<file path="config.mk">
export PLATFORM = sky130hd
export DESIGN_NAME = rv_core
export DESIGN_NICKNAME = d
export VERILOG_FILES = /design/src/rv_pkg.sv /design/src/stage_reg.sv /design/src/decoder.sv /design/src/reg_file.sv /design/src/execute_unit.sv /design/src/hazard_unit.sv /design/src/rv_core.sv
export SDC_FILE = /design/constraint.sdc
export NUM_CORES = 2
export LEC_CHECK = 0
export BUFFER_PORTS_ARGS = -buffer_cell sky130_fd_sc_hd__buf_2
export CORE_MARGIN = 2
export CORE_UTILIZATION = 34
export CTS_CLUSTER_SIZE = 14
export DETAILED_ROUTE_END_ITERATION = 16
export HOLD_SLACK_MARGIN = 0.08
export PLACE_DENSITY = 0.59
export SLEW_MARGIN = 30
export SYNTH_ARGS = -nofsm -noshare
export SYNTH_HDL_FRONTEND = slang
export SYNTH_HIERARCHICAL = 1
export SYNTH_SLANG_ARGS = --single-unit
</file>
<file path="constraint.sdc">
create_clock -name clk -period 11.35 [get_ports clk]
set_input_delay 0.5675 -clock clk [delete_from_list [all_inputs] [get_ports clk]]
set_output_delay 0.5675 -clock clk [all_outputs]
set_load 0.05 [all_outputs]
</file>
<file path="src/rv_pkg.sv">
package rv_pkg;

  localparam int XLEN = 32;

  typedef logic [XLEN-1:0] xlen_t;
  typedef logic [4:0] reg_addr_t;

  typedef enum logic [6:0] {
    OPC_OP     = 7'b0110011,
    OPC_OP_IMM = 7'b0010011,
    OPC_LUI    = 7'b0110111,
    OPC_LOAD   = 7'b0000011,
    OPC_STORE  = 7'b0100011,
    OPC_BRANCH = 7'b1100011,
    OPC_JAL    = 7'b1101111
  } opcode_e;

  typedef enum logic [3:0] {
    ALU_ADD, ALU_SUB, ALU_AND, ALU_OR, ALU_XOR,
    ALU_SLT, ALU_SLTU, ALU_SLL, ALU_SRL, ALU_SRA,
    ALU_PASS_B
  } alu_op_e;

  typedef enum logic [2:0] {IMM_I, IMM_S, IMM_B, IMM_U, IMM_J} imm_src_e;
  typedef enum logic [1:0] {RES_ALU, RES_DATA, RES_PC_PLUS_4} result_src_e;
  typedef enum logic [1:0] {FWD_NONE, FWD_MEMORY, FWD_WRITEBACK} fwd_e;

  // Branch funct3 values
  localparam logic [2:0] BR_EQ = 3'b000;
  localparam logic [2:0] BR_NE = 3'b001;
  localparam logic [2:0] BR_LT = 3'b100;
  localparam logic [2:0] BR_GE = 3'b101;

  typedef struct packed {
    logic        reg_write;
    logic        mem_write;
    logic        branch;
    logic        jump;
    logic        alu_src_b_imm;
    alu_op_e     alu_op;
    result_src_e result_src;
    logic [2:0]  branch_cond;
  } ctrl_t;

  typedef struct packed {
    xlen_t instr;
    xlen_t pc;
    xlen_t pc_plus_4;
  } fd_t;

  typedef struct packed {
    ctrl_t     ctrl;
    xlen_t     rd1;
    xlen_t     rd2;
    xlen_t     imm;
    xlen_t     pc;
    xlen_t     pc_plus_4;
    reg_addr_t rs1;
    reg_addr_t rs2;
    reg_addr_t rd;
  } de_t;

  typedef struct packed {
    logic        reg_write;
    logic        mem_write;
    result_src_e result_src;
    xlen_t       alu_result;
    xlen_t       write_data;
    xlen_t       pc_plus_4;
    reg_addr_t   rd;
  } em_t;

  typedef struct packed {
    logic        reg_write;
    result_src_e result_src;
    xlen_t       alu_result;
    xlen_t       read_data;
    xlen_t       pc_plus_4;
    reg_addr_t   rd;
  } mw_t;

  // addi x0, x0, 0
  localparam xlen_t NOP_INSTR = 32'h0000_0013;

endpackage

</file>
<file path="src/stage_reg.sv">
module stage_reg #(
  parameter type payload_t = logic,
  parameter payload_t FLUSH_VALUE = '0
) (
  input  logic     clk,
  input  logic     rst_n,
  input  logic     stall,
  input  logic     flush,
  input  payload_t d,
  output payload_t q
);

  // Flush beats stall so a redirect squashes a held stage
  always_ff @(posedge clk) begin
    if (!rst_n || flush) begin
      q <= FLUSH_VALUE;
    end else if (!stall) begin
      q <= d;
    end
  end

endmodule

</file>
<file path="src/decoder.sv">
module decoder (
  input  rv_pkg::xlen_t instr,
  output rv_pkg::ctrl_t ctrl,
  output rv_pkg::xlen_t imm
);
  import rv_pkg::*;

  logic [2:0] funct3;
  logic       funct7_alt;
  imm_src_e   imm_src;

  function automatic alu_op_e alu_decode(input logic [2:0] f3, input logic alt,
                                         input logic is_reg);
    alu_op_e op;
    case (f3)
      3'b000:  op = (alt && is_reg) ? ALU_SUB : ALU_ADD;
      3'b001:  op = ALU_SLL;
      3'b010:  op = ALU_SLT;
      3'b011:  op = ALU_SLTU;
      3'b100:  op = ALU_XOR;
      3'b101:  op = alt ? ALU_SRA : ALU_SRL;
      3'b110:  op = ALU_OR;
      default: op = ALU_AND;
    endcase
    return op;
  endfunction

  assign funct3     = instr[14:12];
  assign funct7_alt = instr[30];

  always_comb begin
    ctrl    = '0;
    imm_src = IMM_I;
    case (instr[6:0])
      OPC_OP: begin
        ctrl.reg_write = 1'b1;
        ctrl.alu_op    = alu_decode(funct3, funct7_alt, 1'b1);
      end
      OPC_OP_IMM: begin
        ctrl.reg_write     = 1'b1;
        ctrl.alu_src_b_imm = 1'b1;
        ctrl.alu_op        = alu_decode(funct3, funct7_alt, 1'b0);
      end
      OPC_LUI: begin
        imm_src            = IMM_U;
        ctrl.reg_write     = 1'b1;
        ctrl.alu_src_b_imm = 1'b1;
        ctrl.alu_op        = ALU_PASS_B;
      end
      OPC_LOAD: begin
        // Word access only
        if (funct3 == 3'b010) begin
          ctrl.reg_write     = 1'b1;
          ctrl.alu_src_b_imm = 1'b1;
          ctrl.result_src    = RES_DATA;
        end
      end
      OPC_STORE: begin
        imm_src = IMM_S;
        if (funct3 == 3'b010) begin
          ctrl.mem_write     = 1'b1;
          ctrl.alu_src_b_imm = 1'b1;
        end
      end
      OPC_BRANCH: begin
        imm_src = IMM_B;
        if (funct3 inside {BR_EQ, BR_NE, BR_LT, BR_GE}) begin
          ctrl.branch      = 1'b1;
          ctrl.alu_op      = ALU_SUB;
          ctrl.branch_cond = funct3;
        end
      end
      OPC_JAL: begin
        imm_src         = IMM_J;
        ctrl.reg_write  = 1'b1;
        ctrl.jump       = 1'b1;
        ctrl.result_src = RES_PC_PLUS_4;
      end
      default: ;
    endcase
  end

  always_comb begin
    case (imm_src)
      IMM_I:   imm = {{20{instr[31]}}, instr[31:20]};
      IMM_S:   imm = {{20{instr[31]}}, instr[31:25], instr[11:7]};
      IMM_B:   imm = {{19{instr[31]}}, instr[31], instr[7], instr[30:25], instr[11:8], 1'b0};
      IMM_U:   imm = {instr[31:12], 12'b0};
      IMM_J:   imm = {{11{instr[31]}}, instr[31], instr[19:12], instr[20], instr[30:21], 1'b0};
      default: imm = '0;
    endcase
  end

endmodule

</file>
<file path="src/reg_file.sv">
module reg_file (
  input  logic              clk,
  input  logic              rst_n,
  input  rv_pkg::reg_addr_t rs1,
  input  rv_pkg::reg_addr_t rs2,
  output rv_pkg::xlen_t     rd1,
  output rv_pkg::xlen_t     rd2,
  input  rv_pkg::reg_addr_t rd,
  input  rv_pkg::xlen_t     wd,
  input  logic              we
);
  import rv_pkg::*;

  // x0 has no storage
  xlen_t regs [1:31];

  always_ff @(posedge clk) begin
    if (rst_n && we && rd != '0) begin
      regs[rd] <= wd;
    end
  end

  // Same-cycle write is visible to decode
  assign rd1 = (rs1 == '0) ? '0 : (we && rs1 == rd) ? wd : regs[rs1];
  assign rd2 = (rs2 == '0) ? '0 : (we && rs2 == rd) ? wd : regs[rs2];

endmodule

</file>
<file path="src/execute_unit.sv">
module execute_unit (
  input  rv_pkg::de_t   de,
  input  rv_pkg::fwd_e  fwd_a,
  input  rv_pkg::fwd_e  fwd_b,
  input  rv_pkg::xlen_t result_m,
  input  rv_pkg::xlen_t result_w,
  output rv_pkg::xlen_t alu_result,
  output rv_pkg::xlen_t write_data,
  output logic          pc_src,
  output rv_pkg::xlen_t pc_jump
);
  import rv_pkg::*;

  xlen_t src_a;
  xlen_t src_b_reg;
  xlen_t src_b;
  logic  zero;
  logic  neg;
  logic  overflow;
  logic  cond;

  function automatic xlen_t fwd_mux(input fwd_e sel, input xlen_t reg_val,
                                    input xlen_t mem_val, input xlen_t wb_val);
    case (sel)
      FWD_MEMORY:    return mem_val;
      FWD_WRITEBACK: return wb_val;
      default:       return reg_val;
    endcase
  endfunction

  assign src_a      = fwd_mux(fwd_a, de.rd1, result_m, result_w);
  assign src_b_reg  = fwd_mux(fwd_b, de.rd2, result_m, result_w);
  assign src_b      = de.ctrl.alu_src_b_imm ? de.imm : src_b_reg;
  assign write_data = src_b_reg;

  always_comb begin
    case (de.ctrl.alu_op)
      ALU_SUB:    alu_result = src_a - src_b;
      ALU_AND:    alu_result = src_a & src_b;
      ALU_OR:     alu_result = src_a | src_b;
      ALU_XOR:    alu_result = src_a ^ src_b;
      ALU_SLT:    alu_result = xlen_t'($signed(src_a) < $signed(src_b));
      ALU_SLTU:   alu_result = xlen_t'(src_a < src_b);
      ALU_SLL:    alu_result = src_a << src_b[4:0];
      ALU_SRL:    alu_result = src_a >> src_b[4:0];
      ALU_SRA:    alu_result = $signed(src_a) >>> src_b[4:0];
      ALU_PASS_B: alu_result = src_b;
      default:    alu_result = src_a + src_b;
    endcase
  end

  // Flags are meaningful for the subtract that branches use
  assign zero     = (alu_result == '0);
  assign neg      = alu_result[XLEN-1];
  assign overflow = (src_a[XLEN-1] ^ src_b[XLEN-1]) & (alu_result[XLEN-1] ^ src_a[XLEN-1]);

  always_comb begin
    case (de.ctrl.branch_cond)
      BR_EQ:   cond = zero;
      BR_NE:   cond = !zero;
      BR_LT:   cond = neg ^ overflow;
      BR_GE:   cond = !(neg ^ overflow);
      default: cond = 1'b0;
    endcase
  end

  assign pc_src  = de.ctrl.jump | (de.ctrl.branch & cond);
  assign pc_jump = de.pc + de.imm;

endmodule

</file>
<file path="src/hazard_unit.sv">
module hazard_unit (
  input  rv_pkg::reg_addr_t   rs1_d,
  input  rv_pkg::reg_addr_t   rs2_d,
  input  rv_pkg::reg_addr_t   rs1_e,
  input  rv_pkg::reg_addr_t   rs2_e,
  input  rv_pkg::reg_addr_t   rd_e,
  input  rv_pkg::reg_addr_t   rd_m,
  input  rv_pkg::reg_addr_t   rd_w,
  input  rv_pkg::result_src_e result_src_e,
  input  logic                reg_write_m,
  input  logic                reg_write_w,
  input  logic                pc_src,
  output rv_pkg::fwd_e        fwd_a,
  output rv_pkg::fwd_e        fwd_b,
  output logic                stall_f,
  output logic                stall_d,
  output logic                flush_d,
  output logic                flush_e
);
  import rv_pkg::*;

  logic load_use;

  // Youngest producer wins
  function automatic fwd_e fwd_select(input reg_addr_t rs, input reg_addr_t m_rd,
                                      input logic m_we, input reg_addr_t w_rd,
                                      input logic w_we);
    if (rs == '0) return FWD_NONE;
    if (m_we && m_rd == rs) return FWD_MEMORY;
    if (w_we && w_rd == rs) return FWD_WRITEBACK;
    return FWD_NONE;
  endfunction

  assign fwd_a = fwd_select(rs1_e, rd_m, reg_write_m, rd_w, reg_write_w);
  assign fwd_b = fwd_select(rs2_e, rd_m, reg_write_m, rd_w, reg_write_w);

  assign load_use = (result_src_e == RES_DATA) && (rd_e != '0) &&
                    (rd_e == rs1_d || rd_e == rs2_d);

  assign stall_f = load_use & ~pc_src;
  assign stall_d = load_use & ~pc_src;
  assign flush_d = pc_src;
  assign flush_e = pc_src | load_use;

endmodule

</file>
<file path="src/rv_core.sv">
module rv_core (
  input  logic          clk,
  input  logic          rst_n,
  output rv_pkg::xlen_t instr_addr,
  input  rv_pkg::xlen_t instr_data,
  output rv_pkg::xlen_t data_addr,
  output rv_pkg::xlen_t data_wdata,
  output logic          data_wenable,
  input  rv_pkg::xlen_t data_rdata
);
  import rv_pkg::*;

  localparam fd_t FD_FLUSH = '{instr: NOP_INSTR, pc: '0, pc_plus_4: '0};

  xlen_t     pc_f;
  xlen_t     pc_next_f;
  xlen_t     pc_plus_4_f;
  fd_t       fd_in;
  fd_t       fd_q;
  de_t       de_in;
  de_t       de_q;
  em_t       em_in;
  em_t       em_q;
  mw_t       mw_in;
  mw_t       mw_q;
  ctrl_t     ctrl_d;
  xlen_t     imm_d;
  xlen_t     rd1_d;
  xlen_t     rd2_d;
  reg_addr_t rs1_d;
  reg_addr_t rs2_d;
  xlen_t     alu_result_e;
  xlen_t     write_data_e;
  logic      pc_src;
  xlen_t     pc_jump;
  xlen_t     result_m;
  xlen_t     result_w;
  fwd_e      fwd_a;
  fwd_e      fwd_b;
  logic      stall_f;
  logic      stall_d;
  logic      flush_d;
  logic      flush_e;

  // Fetch with static not-taken
  assign pc_plus_4_f = pc_f + 32'd4;
  assign pc_next_f   = pc_src ? pc_jump : pc_plus_4_f;

  always_ff @(posedge clk) begin
    if (!rst_n) begin
      pc_f <= '0;
    end else if (!stall_f) begin
      pc_f <= pc_next_f;
    end
  end

  assign instr_addr = pc_f;
  assign fd_in      = '{instr: instr_data, pc: pc_f, pc_plus_4: pc_plus_4_f};

  stage_reg #(.payload_t(fd_t), .FLUSH_VALUE(FD_FLUSH)) fd_reg (
    .clk(clk), .rst_n(rst_n), .stall(stall_d), .flush(flush_d), .d(fd_in), .q(fd_q)
  );

  // Decode
  assign rs1_d = fd_q.instr[19:15];
  assign rs2_d = fd_q.instr[24:20];

  decoder decoder_i (.instr(fd_q.instr), .ctrl(ctrl_d), .imm(imm_d));

  reg_file reg_file_i (
    .clk(clk), .rst_n(rst_n), .rs1(rs1_d), .rs2(rs2_d), .rd1(rd1_d), .rd2(rd2_d),
    .rd(mw_q.rd), .wd(result_w), .we(mw_q.reg_write)
  );

  assign de_in = '{ctrl: ctrl_d, rd1: rd1_d, rd2: rd2_d, imm: imm_d, pc: fd_q.pc,
                   pc_plus_4: fd_q.pc_plus_4, rs1: rs1_d, rs2: rs2_d,
                   rd: fd_q.instr[11:7]};

  stage_reg #(.payload_t(de_t), .FLUSH_VALUE('0)) de_reg (
    .clk(clk), .rst_n(rst_n), .stall(1'b0), .flush(flush_e), .d(de_in), .q(de_q)
  );

  // Execute
  execute_unit execute_unit_i (
    .de(de_q), .fwd_a(fwd_a), .fwd_b(fwd_b), .result_m(result_m), .result_w(result_w),
    .alu_result(alu_result_e), .write_data(write_data_e), .pc_src(pc_src), .pc_jump(pc_jump)
  );

  hazard_unit hazard_unit_i (
    .rs1_d(rs1_d), .rs2_d(rs2_d), .rs1_e(de_q.rs1), .rs2_e(de_q.rs2), .rd_e(de_q.rd),
    .rd_m(em_q.rd), .rd_w(mw_q.rd), .result_src_e(de_q.ctrl.result_src),
    .reg_write_m(em_q.reg_write), .reg_write_w(mw_q.reg_write), .pc_src(pc_src),
    .fwd_a(fwd_a), .fwd_b(fwd_b), .stall_f(stall_f), .stall_d(stall_d),
    .flush_d(flush_d), .flush_e(flush_e)
  );

  assign em_in = '{reg_write: de_q.ctrl.reg_write, mem_write: de_q.ctrl.mem_write,
                   result_src: de_q.ctrl.result_src, alu_result: alu_result_e,
                   write_data: write_data_e, pc_plus_4: de_q.pc_plus_4, rd: de_q.rd};

  stage_reg #(.payload_t(em_t), .FLUSH_VALUE('0)) em_reg (
    .clk(clk), .rst_n(rst_n), .stall(1'b0), .flush(1'b0), .d(em_in), .q(em_q)
  );

  // Memory
  assign data_addr    = em_q.alu_result;
  assign data_wdata   = em_q.write_data;
  assign data_wenable = em_q.mem_write;

  // Loads never forward from here, the stall covers them
  assign result_m = (em_q.result_src == RES_PC_PLUS_4) ? em_q.pc_plus_4 : em_q.alu_result;

  assign mw_in = '{reg_write: em_q.reg_write, result_src: em_q.result_src,
                   alu_result: em_q.alu_result, read_data: data_rdata,
                   pc_plus_4: em_q.pc_plus_4, rd: em_q.rd};

  stage_reg #(.payload_t(mw_t), .FLUSH_VALUE('0)) mw_reg (
    .clk(clk), .rst_n(rst_n), .stall(1'b0), .flush(1'b0), .d(mw_in), .q(mw_q)
  );

  // Writeback
  always_comb begin
    case (mw_q.result_src)
      RES_DATA:      result_w = mw_q.read_data;
      RES_PC_PLUS_4: result_w = mw_q.pc_plus_4;
      default:       result_w = mw_q.alu_result;
    endcase
  end

endmodule

</file>
==> run_results.csv <==
group,metric,value,unit
drt,wl_per_cell,32.3,um
timing,hold_violations,0,
synthesis,yosysTopAreaCell,"edfxtp_1",
synthesis,syn_avg_cell_area,11.8,um^2
critical_path,path_class,"reg -> reg",
critical_path,r2r_end,"instr_addr[13]",
clocking,cts_tree,"built",
critical_path,r2r_start,"mw_reg/q[4]",
drt,wl,334000,um
timing,final.min_clock_period,10060,ps
global_routing,grt_start_max_net_pins,190,
timing,max_freq,99.4,MHz
finish,area_growth,12.6,%
critical_path,end_kind,"flop",
floorplan,die_h,495,um
clocking,cts_buffer_depth,3,
drt,ant_nets,0,
pwr,power.density,144,nW/um^2
pwr,finalPower,13.3,mW
clocking,cts_root_buf,"clkbuf_16",
placed_design,post-place-ws,1520,ps
synthesis,async_flop_share,0,%
synthesis,synth_top_area_share,36.3,%
critical_path,cp.required,12030,ps
synthesis,synthTopCellsByArea,"edfxtp_1 (36%), dfxtp_1 (13%), mux2i_1 (12%)",
timing,tightest_slew,1350,ps
global_routing,grt_overflow,0,
synthesis,synth.distinct_cells,113,
clocking,h-tree-depth,4,
critical_path,r2r_slack,1290,ps
min_path,hp-class,"in -> reg",
critical_path,rr_worst_depth,29,
clocking,cts_buffers,165,
synthesis,synth_area,82000,um^2
global_routing,antenna_found_initial,17,
synthesis,ys_seq_area_share,49.2,%
clocking,postCtsSetupBuffers,0,
timing,holdWs,458,ps
critical_path,crit_arrival,10740,ps
critical_path,critPathLaunchType,"flop",
synthesis,synth_flop_cell,"edfxtp_1",
clocking,cts_sinks,1518,
critical_path,cp_slowest_cell,"inv_1",
synthesis,synth_edf_count,992,
floorplan,die_w,495,um
pwr,leakage,34.4,nW
placed_design,hpwlAfterDp,225000,um
timing,maxSlewViolCount,0,
clocking,ctsResizeCount,0,
global_routing,grt_pass1_vias,61300,
clocking,clk_latency,860,ps
timing,clock_skew,72.9,ps
drt,drt_iter0_drc,7791,
floorplan,dieArea,245000,um^2
placed_design,io_buffer_count,162,
clocking,cts_hold_buf,64,
floorplan,ios,163,
timing,tns,0,ps
min_path,hold_depth,4,
timing,setup_viol,0,
critical_path,cpPeakStageDelay,640,ps
synthesis,synthCells,6966,
clocking,clkTransAtPathRegs,60,ps
timing,slew_headroom,9.30,%
drt,via_per_inst,6.17,
floorplan,start_util,34.2,%
job,cap_violations,0,
status,status,"completed",
timing,rsz0062_at_grt,"no",
min_path,min-delay-start,"rst_n",
global_routing,grt_pass1_wl,467000,um
critical_path,crit_fanout,38,
drt,via_count,63900,
finish,nNetsFinal,7237,
placed_design,routabilityCongestion,1.08,
floorplan,row_count,180,
drt,firstDrtPassIters,6,
min_path,min_to,"instr_addr[30]",
pwr,ir_drop,0.140,mV
floorplan,core_area,240000,um^2
timing,timing.final.crit_share,88.7,%
synthesis,synth_seq_cells,1518,
synthesis,synth.yosys.warnings,6,
global_routing,grtUsageTotal,26.4,%
timing,setup_ws,1290,ps
finish,layout-drive-gt1-share,16.2,%
critical_path,cpMostUsedCell,"o21ai_0",
drt,drc,0,
layout make-up:
class / instances / area [um^2]
fillers: 23100 / 148000
diodes: 7 / 17.5
multi-input cells: 4733 / 38500
clock buffers: 216 / 4540
clock inverters: 87 / 950
well taps: 3185 / 3990
flip-flops and latches: 1518 / 40400
inverters: 169 / 641
repair buffers: 446 / 3280
metal layers:
metal	global-route usage, %	up-vias	part of all wire [%]
met5	0	-	0.025
met1	34.9	32500	40
li1	-	27000	-
met3	5.74	823	9.4
met2	41.2	3609	45
met4	12.6	12	5.7
placed cells by master (no fill, tap or decap), types with 26 or more instances in the layout:
cell,synthesis,final
mux2i_1,1014,1013
edfxtp_1,992,992
nor2_1,794,758
dfxtp_1,526,515
nand2_1,312,309
mux4_2,284,284
a21oi_1,258,258
buf_4,63,207
o21ai_0,233,197
clkbuf_16,0,170
buf_2,116,162
inv_1,161,159
ha_1,135,133
o22ai_1,132,132
a22oi_1,125,124
nand3_1,111,109
a211oi_1,99,99
nor3_1,96,94
o211ai_1,74,74
dlygate4sd3_1,0,64
mux2_2,63,63
a221oi_1,56,56
a221o_1,54,54
xnor2_1,51,51
a21o_1,51,51
xor2_1,48,48
o221ai_1,47,46
o21ai_2,9,41
nand2b_1,44,41
o21ai_1,39,41
a31oi_1,37,37
nor2b_1,43,37
a32o_1,37,37
clkbuf_1,259,35
nor2_4,0,35
a211o_1,33,33
clkinv_2,0,30
o21a_1,27,27
a22o_1,27,26
where the power goes:
group	leakage (nW)	total [mW]	switching, mW	internal, mW
Clock	2.68	5.49	2.34	3.15
Sequential	14.9	5.97	0.101	5.87
Combinational	16.9	1.85	1.25	0.598
Total	34.4	13.3	3.68	9.62
how the worst max path moves through the flow:
stage	from	end	slack [ps]
floorplan	mw_reg/q[101]	instr_addr[20]	2480
finish	mw_reg/q[4]	instr_addr[13]	1290
global placement	mw_reg/q[3]	instr_addr[13]	1360
detailed placement	mw_reg/q[3]	instr_addr[13]	1520
global route	mw_reg/q[4]	instr_addr[25]	760
CTS	mw_reg/q[3]	instr_addr[13]	1500
flip-flops by register name (all words and copies together) (netlist names):
register and flops:
de_reg/q 189, em_reg/q 105, fd_reg/q 96, instr_addr 32, mw_reg/q 104, reg_file_i/regs 992
critical path: cells and delay by family, from the launching register on:
family	cells	cell delay (ps)
xor+xnor	2	330
flops	1	600
compound gates	14	4670
fa+ha+maj	2	900
simple gates	7	2070
buf+inv	4	1280
metrics by stage:
stage	util, %	instance area, um^2	cells
detailed placement	35.9	86100	9985
global route	38.4	92300	10400
CTS	38.4	92200	10400
floorplan	-	82000	6970
global placement	35.8	86000	9985
finish	38.4	92300	10400
cell families (layout without fill, tap and decap cells):
logic type / Yosys count / in the layout / synth area share (%)
muxes: 1361 / 1361 / 21.0
other: 2 / 13 / 0.00916
DFF: 1518 / 1518 / 49.2
and+or+nand+nor: 1598 / 1598 / 8.82
AOI/OAI and AO/OA: 1531 / 1531 / 13.1
xor gates and xnor gates: 99 / 99 / 1.06
adders and majority gates: 138 / 138 / 2.13
buffers and inverters: 719 / 918 / 4.61
Yosys cell counts (37+ instances only):
| cell type | number |
|---|---|
| inv_1 | 161 |
| xor2_1 | 48 |
| o22ai_1 | 132 |
| xnor2_1 | 51 |
| edfxtp_1 | 992 |
| o221ai_1 | 47 |
| a21o_1 | 51 |
| nor2_1 | 794 |
| clkbuf_1 | 259 |
| mux2_2 | 63 |
| a31oi_1 | 37 |
| buf_4 | 63 |
| dfxtp_1 | 526 |
| a22oi_1 | 125 |
| mux2i_1 | 1014 |
| nand2b_1 | 44 |
| a221o_1 | 54 |
| a32o_1 | 37 |
| a211oi_1 | 99 |
| ha_1 | 135 |
| nor2b_1 | 43 |
| a221oi_1 | 56 |
| o21ai_0 | 233 |
| nor3_1 | 96 |
| a21oi_1 | 258 |
| buf_6 | 55 |
| mux4_2 | 284 |
| nand2_1 | 312 |
| o211ai_1 | 74 |
| nand3_1 | 111 |
| o21ai_1 | 39 |
| buf_2 | 116 |
No activity file was read; power rests on OpenSTA's default activity.
